--- src/rd_upsizer_consts.svh ---
// Read upsizer constants

`ifndef RD_UPSIZER_CONSTS_SVH
`define RD_UPSIZER_CONSTS_SVH

// data widths of the narrow slave side and the wide master side
`define RDU_S_DATA_W 32
`define RDU_M_DATA_W 128

`define RDU_ADDR_W 32
`define RDU_ID_W 4

// AXI size codes for a full beat on each side
`define RDU_S_SIZE 2
`define RDU_M_SIZE 4

// lane index into a wide beat, log2 of M/S width ratio
`define RDU_SEG_CNT_W 2

// arcache bit that allows the burst to be modified
`define RDU_CACHE_MOD_BIT 1

`endif

--- src/rd_upsizer_pkg.sv ---
// Read upsizer types

`include "rd_upsizer_consts.svh"

package rd_upsizer_pkg;

    // read address request, one AR transfer
    typedef struct packed {
        logic [`RDU_ID_W-1:0]   id;
        logic [`RDU_ADDR_W-1:0] addr;
        logic [7:0]             len;
        logic [2:0]             size;
        logic [1:0]             burst;
        logic [3:0]             cache;
    } ar_req_t;

    // one narrow read beat toward the slave port
    typedef struct packed {
        logic [`RDU_ID_W-1:0]     id;
        logic [`RDU_S_DATA_W-1:0] data;
        logic [1:0]               resp;
        logic                     last;
    } r_beat_t;

    // split repacks into full wide beats, pass sends the burst through as is
    typedef enum logic {
        MODE_SPLIT,
        MODE_PASS
    } burst_mode_t;

endpackage

--- src/burst_ctl_if.sv ---
// Burst control handshake
`timescale 1ns/10ps

interface burst_ctl_if;

    // one-cycle pulse when a request has been accepted
    logic                        start;

    // original request, id included, and the chosen conversion
    rd_upsizer_pkg::ar_req_t     req;
    rd_upsizer_pkg::burst_mode_t mode;

    // one-cycle pulse on the final slave beat
    logic                        done;

    modport ctl (
        output start,
        output req,
        output mode,
        input  done
    );

    modport dp (
        input  start,
        input  req,
        input  mode,
        output done
    );

endinterface

--- src/ar_request_unit.sv ---
// AR request control
`timescale 1ns/10ps
`include "rd_upsizer_consts.svh"

module ar_request_unit (
    input  logic                    clk,
    input  logic                    rst,
    input  rd_upsizer_pkg::ar_req_t s_ar_req,
    input  logic                    s_arvalid,
    output logic                    s_arready,
    output rd_upsizer_pkg::ar_req_t m_ar_req,
    output logic                    m_arvalid,
    input  logic                    m_arready,
    burst_ctl_if.ctl                ctl
);

    logic                        busy;
    logic                        s_arready_reg;
    logic                        m_arvalid_reg;
    logic                        start_reg;
    rd_upsizer_pkg::ar_req_t     req_reg;
    rd_upsizer_pkg::burst_mode_t mode_reg;
    logic [7:0]                  m_len_reg;
    logic [2:0]                  m_size_reg;
    logic                        ar_fire;
    logic                        split_req;
    logic [7:0]                  split_len;

    assign ar_fire = s_arready_reg && s_arvalid;

    // full-width beats on a modifiable burst get repacked
    assign split_req = s_ar_req.cache[`RDU_CACHE_MOD_BIT] &&
                       (s_ar_req.size == 3'(`RDU_S_SIZE));

    // starting lane counts toward the wide beats touched
    assign split_len = 8'((9'(s_ar_req.len) +
                           9'(s_ar_req.addr[`RDU_M_SIZE-1:`RDU_S_SIZE])) >> `RDU_SEG_CNT_W);

    always_ff @(posedge clk) begin
        if (rst) begin
            busy <= 1'b0;
            s_arready_reg <= 1'b0;
            m_arvalid_reg <= 1'b0;
            start_reg <= 1'b0;
        end else begin
            start_reg <= ar_fire;
            m_arvalid_reg <= ar_fire || (m_arvalid_reg && !m_arready);
            if (!busy) begin
                busy <= ar_fire;
                s_arready_reg <= !ar_fire && !m_arvalid_reg;
            end else begin
                // stay closed until the unpacker has drained the burst
                busy <= !ctl.done;
                s_arready_reg <= ctl.done && !m_arvalid_reg;
            end
        end
    end

    always_ff @(posedge clk) begin
        if (ar_fire) begin
            req_reg <= s_ar_req;
            if (split_req) begin
                mode_reg <= rd_upsizer_pkg::MODE_SPLIT;
                m_len_reg <= split_len;
                m_size_reg <= 3'(`RDU_M_SIZE);
            end else begin
                mode_reg <= rd_upsizer_pkg::MODE_PASS;
                m_len_reg <= s_ar_req.len;
                m_size_reg <= s_ar_req.size;
            end
        end
    end

    assign s_arready = s_arready_reg;
    assign m_arvalid = m_arvalid_reg;

    // master side always sees id zero
    always_comb begin
        m_ar_req = req_reg;
        m_ar_req.id = '0;
        m_ar_req.len = m_len_reg;
        m_ar_req.size = m_size_reg;
    end

    assign ctl.start = start_reg;
    assign ctl.req = req_reg;
    assign ctl.mode = mode_reg;

endmodule

--- src/axi_rd_upsizer.sv ---
// AXI read upsizer top
`timescale 1ns/10ps
`include "rd_upsizer_consts.svh"

module axi_rd_upsizer (
    input  logic                     clk,
    input  logic                     rst,

    // slave side, 32-bit
    input  logic [`RDU_ID_W-1:0]     s_arid,
    input  logic [`RDU_ADDR_W-1:0]   s_araddr,
    input  logic [7:0]               s_arlen,
    input  logic [2:0]               s_arsize,
    input  logic [1:0]               s_arburst,
    input  logic [3:0]               s_arcache,
    input  logic                     s_arvalid,
    output logic                     s_arready,
    output logic [`RDU_ID_W-1:0]     s_rid,
    output logic [`RDU_S_DATA_W-1:0] s_rdata,
    output logic [1:0]               s_rresp,
    output logic                     s_rlast,
    output logic                     s_rvalid,
    input  logic                     s_rready,

    // master side, 128-bit
    output logic [`RDU_ID_W-1:0]     m_arid,
    output logic [`RDU_ADDR_W-1:0]   m_araddr,
    output logic [7:0]               m_arlen,
    output logic [2:0]               m_arsize,
    output logic [1:0]               m_arburst,
    output logic [3:0]               m_arcache,
    output logic                     m_arvalid,
    input  logic                     m_arready,
    input  logic [`RDU_M_DATA_W-1:0] m_rdata,
    input  logic [1:0]               m_rresp,
    input  logic                     m_rlast,
    input  logic                     m_rvalid,
    output logic                     m_rready
);

    rd_upsizer_pkg::ar_req_t s_ar_req;
    rd_upsizer_pkg::ar_req_t m_ar_req;
    rd_upsizer_pkg::r_beat_t beat;
    logic                    beat_valid;
    logic                    ready_early;

    burst_ctl_if ctl_if ();

    assign s_ar_req = '{
        id:    s_arid,
        addr:  s_araddr,
        len:   s_arlen,
        size:  s_arsize,
        burst: s_arburst,
        cache: s_arcache
    };

    assign m_arid = m_ar_req.id;
    assign m_araddr = m_ar_req.addr;
    assign m_arlen = m_ar_req.len;
    assign m_arsize = m_ar_req.size;
    assign m_arburst = m_ar_req.burst;
    assign m_arcache = m_ar_req.cache;

    ar_request_unit ar_unit (
        .clk       (clk),
        .rst       (rst),
        .s_ar_req  (s_ar_req),
        .s_arvalid (s_arvalid),
        .s_arready (s_arready),
        .m_ar_req  (m_ar_req),
        .m_arvalid (m_arvalid),
        .m_arready (m_arready),
        .ctl       (ctl_if.ctl)
    );

    r_lane_unpacker unpacker (
        .clk         (clk),
        .rst         (rst),
        .dp          (ctl_if.dp),
        .m_rdata     (m_rdata),
        .m_rresp     (m_rresp),
        .m_rlast     (m_rlast),
        .m_rvalid    (m_rvalid),
        .m_rready    (m_rready),
        .beat        (beat),
        .beat_valid  (beat_valid),
        .ready_early (ready_early)
    );

    r_output_skid out_skid (
        .clk         (clk),
        .rst         (rst),
        .in_beat     (beat),
        .in_valid    (beat_valid),
        .ready_early (ready_early),
        .s_rid       (s_rid),
        .s_rdata     (s_rdata),
        .s_rresp     (s_rresp),
        .s_rlast     (s_rlast),
        .s_rvalid    (s_rvalid),
        .s_rready    (s_rready)
    );

endmodule

--- src/r_lane_unpacker.sv ---
// R lane unpacker
`timescale 1ns/10ps
`include "rd_upsizer_consts.svh"

module r_lane_unpacker (
    input  logic                     clk,
    input  logic                     rst,
    burst_ctl_if.dp                  dp,
    input  logic [`RDU_M_DATA_W-1:0] m_rdata,
    input  logic [1:0]               m_rresp,
    input  logic                     m_rlast,
    input  logic                     m_rvalid,
    output logic                     m_rready,
    output rd_upsizer_pkg::r_beat_t  beat,
    output logic                     beat_valid,
    input  logic                     ready_early
);

    localparam int S_DATA_W = `RDU_S_DATA_W;
    localparam int ADDR_W = `RDU_ADDR_W;

    typedef enum logic [1:0] {
        ST_IDLE,
        ST_DATA,
        ST_READ,
        ST_SPLIT
    } state_t;

    state_t                     state;
    state_t                     state_next;
    logic [`RDU_ID_W-1:0]       id_reg;
    logic [ADDR_W-1:0]          addr_reg;
    logic [ADDR_W-1:0]          addr_next;
    logic [ADDR_W-1:0]          addr_inc;
    logic [7:0]                 count_reg;
    logic [7:0]                 count_next;
    logic [2:0]                 size_reg;
    logic [`RDU_M_DATA_W-1:0]   data_reg;
    logic [1:0]                 resp_reg;
    logic                       rready_reg;
    logic                       rready_next;
    logic                       ready_reg;
    logic                       m_fire;
    logic                       load;
    logic                       capture;
    logic                       crossed;
    logic [`RDU_SEG_CNT_W-1:0]  lane;

    assign m_fire = rready_reg && m_rvalid;
    assign load = (state == ST_IDLE) && dp.start;
    assign lane = addr_reg[`RDU_M_SIZE-1:`RDU_S_SIZE];
    assign addr_inc = addr_reg + (ADDR_W'(1) << size_reg);

    // next slave beat lives in a different wide word
    assign crossed = addr_inc[`RDU_M_SIZE] != addr_reg[`RDU_M_SIZE];

    assign m_rready = rready_reg;

    always_comb begin
        state_next = state;
        addr_next = addr_reg;
        count_next = count_reg;
        rready_next = 1'b0;
        capture = 1'b0;
        beat_valid = 1'b0;
        dp.done = 1'b0;

        beat.id = id_reg;
        beat.data = m_rdata[lane * S_DATA_W +: S_DATA_W];
        beat.resp = m_rresp;
        beat.last = m_rlast;

        case (state)
            ST_IDLE: begin
                if (dp.start) begin
                    addr_next = dp.req.addr;
                    count_next = dp.req.len;
                    rready_next = ready_early;
                    if (dp.mode == rd_upsizer_pkg::MODE_SPLIT) begin
                        state_next = ST_READ;
                    end else begin
                        state_next = ST_DATA;
                    end
                end
            end
            ST_DATA: begin
                // pass-through, master last ends the burst
                rready_next = ready_early;
                if (m_fire) begin
                    beat_valid = 1'b1;
                    addr_next = addr_inc;
                    if (m_rlast) begin
                        rready_next = 1'b0;
                        dp.done = 1'b1;
                        state_next = ST_IDLE;
                    end
                end
            end
            ST_READ: begin
                rready_next = ready_early;
                if (m_fire) begin
                    beat_valid = 1'b1;
                    capture = 1'b1;
                    beat.last = 1'b0;
                    count_next = count_reg - 8'd1;
                    addr_next = addr_inc;
                    if (count_reg == 8'd0) begin
                        rready_next = 1'b0;
                        beat.last = 1'b1;
                        dp.done = 1'b1;
                        state_next = ST_IDLE;
                    end else if (!crossed) begin
                        // more lanes left in this wide beat
                        rready_next = 1'b0;
                        state_next = ST_SPLIT;
                    end
                end
            end
            ST_SPLIT: begin
                beat.data = data_reg[lane * S_DATA_W +: S_DATA_W];
                beat.resp = resp_reg;
                beat.last = 1'b0;
                if (ready_reg) begin
                    beat_valid = 1'b1;
                    count_next = count_reg - 8'd1;
                    addr_next = addr_inc;
                    if (count_reg == 8'd0) begin
                        beat.last = 1'b1;
                        dp.done = 1'b1;
                        state_next = ST_IDLE;
                    end else if (crossed) begin
                        rready_next = ready_early;
                        state_next = ST_READ;
                    end
                end
            end
            default: begin
                state_next = ST_IDLE;
            end
        endcase
    end

    always_ff @(posedge clk) begin
        if (rst) begin
            state <= ST_IDLE;
            rready_reg <= 1'b0;
            ready_reg <= 1'b0;
        end else begin
            state <= state_next;
            rready_reg <= rready_next;
            ready_reg <= ready_early;
        end
    end

    always_ff @(posedge clk) begin
        addr_reg <= addr_next;
        count_reg <= count_next;
        if (load) begin
            id_reg <= dp.req.id;
            size_reg <= dp.req.size;
        end
        // wide beat kept for the split replay
        if (capture) begin
            data_reg <= m_rdata;
            resp_reg <= m_rresp;
        end
    end

endmodule

--- src/r_output_skid.sv ---
// R output skid stage
`timescale 1ns/10ps
`include "rd_upsizer_consts.svh"

module r_output_skid (
    input  logic                     clk,
    input  logic                     rst,
    input  rd_upsizer_pkg::r_beat_t  in_beat,
    input  logic                     in_valid,
    output logic                     ready_early,
    output logic [`RDU_ID_W-1:0]     s_rid,
    output logic [`RDU_S_DATA_W-1:0] s_rdata,
    output logic [1:0]               s_rresp,
    output logic                     s_rlast,
    output logic                     s_rvalid,
    input  logic                     s_rready
);

    rd_upsizer_pkg::r_beat_t out_reg;
    rd_upsizer_pkg::r_beat_t temp_reg;
    logic                    out_valid;
    logic                    out_valid_next;
    logic                    temp_valid;
    logic                    temp_valid_next;
    logic                    in_ready_reg;
    logic                    in_to_out;
    logic                    in_to_temp;
    logic                    temp_to_out;

    // room next cycle unless the temp register would have to take a beat
    assign ready_early = s_rready || (!temp_valid && (!out_valid || !in_valid));

    always_comb begin
        out_valid_next = out_valid;
        temp_valid_next = temp_valid;
        in_to_out = 1'b0;
        in_to_temp = 1'b0;
        temp_to_out = 1'b0;

        if (in_ready_reg) begin
            if (s_rready || !out_valid) begin
                out_valid_next = in_valid;
                in_to_out = 1'b1;
            end else begin
                // output stalled
                temp_valid_next = in_valid;
                in_to_temp = 1'b1;
            end
        end else if (s_rready) begin
            out_valid_next = temp_valid;
            temp_valid_next = 1'b0;
            temp_to_out = 1'b1;
        end
    end

    always_ff @(posedge clk) begin
        if (rst) begin
            out_valid <= 1'b0;
            temp_valid <= 1'b0;
            in_ready_reg <= 1'b0;
        end else begin
            out_valid <= out_valid_next;
            temp_valid <= temp_valid_next;
            in_ready_reg <= ready_early;
        end
    end

    always_ff @(posedge clk) begin
        if (in_to_out) begin
            out_reg <= in_beat;
        end else if (temp_to_out) begin
            out_reg <= temp_reg;
        end
        if (in_to_temp) begin
            temp_reg <= in_beat;
        end
    end

    assign s_rid = out_reg.id;
    assign s_rdata = out_reg.data;
    assign s_rresp = out_reg.resp;
    assign s_rlast = out_reg.last;
    assign s_rvalid = out_valid;

endmodule

--- config.mk ---
export PLATFORM = sky130hd
export DESIGN_NAME = axi_rd_upsizer
export DESIGN_NICKNAME = d
export VERILOG_FILES = /design/src/rd_upsizer_pkg.sv /design/src/burst_ctl_if.sv /design/src/ar_request_unit.sv /design/src/axi_rd_upsizer.sv /design/src/r_lane_unpacker.sv /design/src/r_output_skid.sv
export VERILOG_INCLUDE_DIRS = /design/src /design/src/src
export SDC_FILE = /design/constraint.sdc
export NUM_CORES = 1
export LEC_CHECK = 0
export BUFFER_PORTS_ARGS = -buffer_cell sky130_fd_sc_hd__buf_2
export CAP_MARGIN = 25
export CELL_PAD_IN_SITES_DETAIL_PLACEMENT = 1
export CELL_PAD_IN_SITES_GLOBAL_PLACEMENT = 1
export CORE_UTILIZATION = 49
export CTS_BUF_LIST = sky130_fd_sc_hd__clkbuf_16
export CTS_CLUSTER_DIAMETER = 60
export DETAILED_ROUTE_END_ITERATION = 8
export GPL_TIMING_DRIVEN = 1
export PLACE_DENSITY = 0.87
export SLEW_MARGIN = 5
export SYNTH_ARGS = -nofsm -noshare
export SYNTH_HDL_FRONTEND = slang
export SYNTH_SLANG_ARGS = --single-unit
--- constraint.sdc ---
create_clock -name clk -period 13.5 [get_ports clk]
set_input_delay 2.025 -clock clk [delete_from_list [all_inputs] [get_ports clk]]
set_output_delay 2.025 -clock clk [all_outputs]
set_load 0.01 [all_outputs]
==> reports/results.ini, run 1 <==
[critical_path]
cp_slowest_stage_delay_ns=0.54
required_ns=13.74
crit_slowest_cell=buf_4
start_kind=input pin
critical_path_class=in -> reg
crit_fanout=43
arrival_ns=3.88
critPathTopFamily=buffers and inverters
crit_chain=buf_2, nand2_1, nor2_4, buf_4, buf_4, o22ai_1, mux2_1
endpoint_kind=register
path_buf_inv=3
cp_common_cell=buf_4

[timing]
fin_setup_tns_ns=0
maxSlewHeadroom_pct=34.05
skew_ns=0.02079
hold_viol_final=0
fmax_ghz=0.2751
finalMaxSlewViolations=0
rsz0062_at_grt=no
finalSetupViolations=0
period_share_pct=26.93
worst-slew-pin-transition_ns=0.9893
period_needed_ns=3.635

[detailed_routing]
wl_um=30980
dr.pass1.iters=5
drc=0
wire_per_inst_um=23.83
ant_nets=0
routed_via_density=5.494
num_vias=7142
drt_iter0_drc=477

[place]
io_buffers=281
dp_hpwl_um=21500
gp_congestion=0.7657

[global_routing]
grt_pass1_wl_um=46730
grt_start_max_net_pins=67
grt_pass1_vias=8148
grt_antenna_before_repair=11
track_usage_pct=23.56
gr-total-overflow=0

[clock_tree]
clock_latency_ns=0.51
cts_setup_buffers=0
clock_sinks=302
clockRootBuffer=clkbuf_16
clockBufferDepth=3
clkSlewWorstSetupHoldPaths_ns=0.05
htree_levels=2
cts_resized=0
numCtsBuffers=35
holdBufCountCts=0
cts_tree=yes

[die]
io_pins=286
die_w_um=163.6
num_rows=58
dieArea_mm2=0.02676
coreArea_mm2=0.02540
die_h_um=163.6
start_util_pct=50.37

[final_layout]
final_cell_mix=edfxtp_1 (292), buf_2 (281), mux2_2 (69)
layout.nets=1138
area_delta_synth_final_pct=20.14
layout_commonest_cell=edfxtp_1
multi_input_area_mm2=0.003292
regArea_mm2=0.008969
drive_gt1_share_pct=50.26
fillerInstances=2352
largest_reg_flops=128

[run_status]
outcome=complete, no violations

[logic_synthesis]
ys.flop_type=edfxtp_1
ys_types=48
synth_edf_count=292
postSynthCellCount=677
synth_seq_area_share_pct=70.10
synth_area_mm2=0.01279
async_flop_share_pct=0
synth_seq_cells=302
syn_avg_cell_area_um2=18.90
yosysWarnings=0

[pwr]
power_mw=2.503
ir_drop_uv=129.9
power_density_mw_per_mm2=162.8
p_leak_nw=5.615

[flow_run]
cap_violations=0

[min_path]
hold_class=reg -> reg

[worst paths after layout]
kind | startpoint | to | slack (ns) | depth (start not counted)
setup / recovery | m_rvalid | out_skid.s_rlast | 9.86 | 7
hold / removal | ar_unit.ctl.req[6] | unpacker.size_reg[0] | 0.42 | 0
hold reg to reg | ar_unit.ctl.req[6] | unpacker.size_reg[0] | 0.42 | 0
setup reg to reg | unpacker.state[0] | out_skid.s_rdata[19] | 10.22 | 5
[cells by family (layout without fill, tap and decap cells)]
| family | after synthesis | after routing | share of synthesized area (%) |
|---|---|---|---|
| buffers and inverters | 83 | 364 | 4.577 |
| DFF | 302 | 302 | 70.10 |
| other | 1 | 13 | 0.02931 |
| muxes | 141 | 141 | 18.05 |
| xor gates and xnor gates | 11 | 11 | 0.7531 |
| AOI/OAI and AO/OA | 47 | 47 | 2.132 |
| and+or+nand+nor | 81 | 81 | 3.218 |
| adders and majority gates | 11 | 11 | 1.134 |
[worst reg2reg max path: cells and delay by family, from the launching register on]
family	cells	cell delay (ns)
adder cells (fa/ha/maj)	1	0.58
multiplexers	3	1.25
flip-flops	1	0.42
buffers and inverters	1	0.78
[per-stage QoR]
step / std cells / instance area [um2] / worst slack (ns) / hold WS [ns] / util [%]
floorplan: 680 / 12800 / 4.606 / 0.4003 / -
global placement: 1228 / 14180 / 8.921 / 0.4033 / 55.85
detailed placement: 1230 / 14230 / 9.340 / 0.4098 / 56.03
CTS: 1291 / 15350 / 9.874 / 0.4221 / 60.42
global route: 1294 / 15350 / 9.751 / 0.4268 / 60.45
finish: 1300 / 15370 / 9.865 / 0.4220 / 60.51
[synthesized netlist by cell type (2+ instances only)]
cell type / number / area share (%)
a21boi_0: 2 / 0.12
a21o_1: 3 / 0.18
a21oi_1: 16 / 0.63
a31oi_1: 7 / 0.34
and2_1: 8 / 0.39
and4bb_2: 2 / 0.20
buf_1: 6 / 0.18
buf_12: 6 / 0.94
buf_2: 2 / 0.078
buf_4: 42 / 2.5
buf_6: 2 / 0.18
clkbuf_1: 12 / 0.35
dfxtp_1: 10 / 1.6
edfxtp_1: 292 / 69
ha_1: 10 / 0.98
inv_1: 11 / 0.32
mux2_1: 5 / 0.44
mux2_2: 69 / 6.1
mux2i_1: 2 / 0.16
mux4_2: 64 / 11
nand2_1: 24 / 0.70
nand2b_1: 3 / 0.15
nand3_1: 7 / 0.27
nor2_1: 20 / 0.59
nor2b_1: 4 / 0.20
nor3_1: 2 / 0.078
nor3b_1: 3 / 0.18
nor4_1: 2 / 0.098
o21ai_0: 12 / 0.47
or3_1: 2 / 0.098
xnor2_1: 8 / 0.55
xor2_1: 3 / 0.21
[layout make-up]
class	count	area share, %
Timing Repair Buffer	291	9.850
Multi-Input combinational cell	295	21.42
Clock inverter	24	1.229
Sequential cell	302	58.35
Antenna cell	9	0.1465
Tap cell	330	2.686
Clock buffer	37	6.024
Inverter	12	0.2931
[layer usage]
layer	wire, um	share of wire (%)	GRT usage, %	vias up
li1	-	-	-	3185
met1	11150	36	26.67	3585
met2	16220	52	41.91	304
met3	2697	8.7	7.136	62
met4	871	2.8	8.418	6
met5	36	0.12	0	-
[report_power, final]
group          leakage [nW]  switching, mW  internal (mW)
clock network         0.566          0.361          0.551
registers              2.77         0.0307           1.12
logic                  2.28          0.233          0.206
No activity file was read; power rests on OpenSTA's default activity.
==> run 2, diff against run 1 <==
- ABC_AREA: not set -> 1
- CORE_UTILIZATION: 49 -> 39
- PLACE_DENSITY: 0.87 -> 0.79
- clock period: 13.5 -> 2.93 ns (I/O delays scaled with it)
==> reports/results.ini, run 2 <==
[detailed_routing]
wire_per_inst_um=18.52
wl_met2_um=16720
dr.pass1.iters=5
drt_iter0_drc=548
wl_met3_um=2819
top_layer=met5
num_vias=9610
drt-met1-wl_um=14100
drc=0
routed_via_density=5.175
wl_um=34390
ant_nets=0

[global_routing]
grt_pass1_wl_um=53420
grt_pass1_vias=10200
gr-total-overflow=0
grt_antenna_before_repair=14
grt_start_max_net_pins=131
track_usage_pct=19.98

[die]
die_h_um=185.7
num_rows=66
dieArea_mm2=0.03449
coreArea_mm2=0.03287
die_w_um=185.7
start_util_pct=40.05
io_pins=286

[clock_tree]
cts_tree=yes
cts_setup_buffers=0
clock_sinks=303
clock_latency_ns=0.52
htree_levels=2
clockRootBuffer=clkbuf_16
numCtsBuffers=37
clkSlewWorstSetupHoldPaths_ns=0.06
holdBufCountCts=0
clockBufferDepth=3
cts_resized=0

[critical_path]
crit_fanout=42
required_ns=3.28
rrSetupSlack_ns=0.69
crit_slowest_cell=inv_4
critical_path_class=reg -> reg
ff2ff_path_depth=7
path_buf_inv=2
r2r_start=unpacker.state[1]
cp_slowest_stage_delay_ns=0.40
crit_chain=ha_4, inv_4, buf_4, nor2_1, o32ai_1, nand2_1, a31oi_1
endpoint_kind=register
arrival_ns=2.59
rr_endpoint=out_skid.s_rdata[22]
start_kind=register
critPathTopFamily=buffers and inverters
startpoint=unpacker.state[1]

[logic_synthesis]
synth_area_mm2=0.01316
postSynthCellCount=1146
yosysMostFrequentCell=edfxtp_1
ys.flop_type=edfxtp_1
async_flop_share_pct=0
syn_avg_cell_area_um2=11.49
synth_seq_cells=303
synth_top_area_share_pct=66.84
ys_types=33
synth_seq_area_share_pct=68.36
ys_top_cells_by_count=edfxtp_1 (293), nor2_1 (260), nand2_1 (185)
ys_top_cells_by_area=edfxtp_1 (67%), nor2_1 (7.4%), nand2_1 (5.3%)
yosysTopAreaCell=edfxtp_1
synth_edf_count=293
yosysWarnings=0

[min_path]
holdPathStages=1
min_to=ar_unit.ctl.req[44]
hold_class=in -> reg
worstHoldStart=s_araddr[27]

[pwr]
ir_drop_uv=563.6
p_leak_nw=6.308
power_mw=12.55
power_density_mw_per_mm2=791.3

[final_layout]
area_delta_synth_final_pct=20.48
final_cell_mix=edfxtp_1 (293), buf_2 (281), nor2_1 (257)
largest_reg_flops=128
drive_gt1_share_pct=26.03
layout.nets=1583
fillerInstances=3590
layout_commonest_cell=edfxtp_1

[timing]
fin_setup_tns_ns=0
maxSlewHeadroom_pct=42.28
skew_ns=0.01783
period_share_pct=76.33
finalSetupViolations=0
rsz0062_at_grt=no
finalMaxSlewViolations=0
fin_ws_ns=0.6937
fmax_ghz=0.4472
worst-slew-pin-transition_ns=0.8627
period_needed_ns=2.236
hold_viol_final=0

[flow_run]
cap_violations=0

[place]
dp_hpwl_um=22740
gp_congestion=0.8046
pre_cts_slack_ns=0.6867
io_buffers=281

[run_status]
outcome=complete, no violations

run 2: power by group:
part,leakage (nW),internal (mW),switching [mW]
clock,0.565,2.37,1.71
sequential,2.78,5.36,0.175
combinational,2.96,0.992,1.95
run 2: stage by stage:
step / cells / area (um2) / hold slack [ns] / util [%]
floorplan: 1149 / 13200 / 0.4003 / -
global placement: 1785 / 14770 / 0.4051 / 44.94
detailed placement: 1785 / 14770 / 0.4072 / 44.94
CTS: 1848 / 15840 / 0.07085 / 48.19
global route: 1850 / 15840 / 0.07067 / 48.20
finish: 1857 / 15860 / 0.09384 / 48.26
run 2: worst max-delay path by stage:
stage / to / slack (ns) / depth (start not counted)
after detailed placement: out_skid.s_rdata[18] / 0.69 / 6
final: out_skid.s_rdata[22] / 0.69 / 7
after global placement: out_skid.s_rdata[26] / 0.73 / 7
after floorplan: unpacker.data_reg[0] / 0.005 / 4
after global routing: unpacker.state[1] / 0.49 / 14
after CTS: out_skid.s_rdata[22] / 0.66 / 7
run 2: cells by family after synthesis:
kind of cell | Yosys count | synth area share, %
adders and majority gates | 11 | 1.103
and+or+nand+nor | 481 | 14.26
other | 1 | 0.02849
DFF | 303 | 68.36
AOI/OAI and AO/OA | 198 | 9.837
buffers and inverters | 148 | 6.150
xor gates and xnor gates | 4 | 0.2662
run 2: cell type report:
type                    instances  area, um2  share of cell area [%]
clock inverters                26      142.6                  0.8993
well taps                     442      553.0                   3.487
diodes                          9      22.52                  0.1420
inverters                      44      167.7                   1.057
flip-flops and latches        303       8999                   56.74
clock buffers                  37      925.9                   5.838
repair buffers                298       1622                   10.22
multi-input cells             698       3428                   21.62
run 2: per-layer routing:
| layer | up-vias | track usage [%] |
|---|---|---|
| met5 | - | 0 |
| met4 | 10 | 5.836 |
| met3 | 58 | 6.418 |
| met2 | 304 | 34.19 |
| met1 | 4715 | 23.93 |
| li1 | 4523 | - |
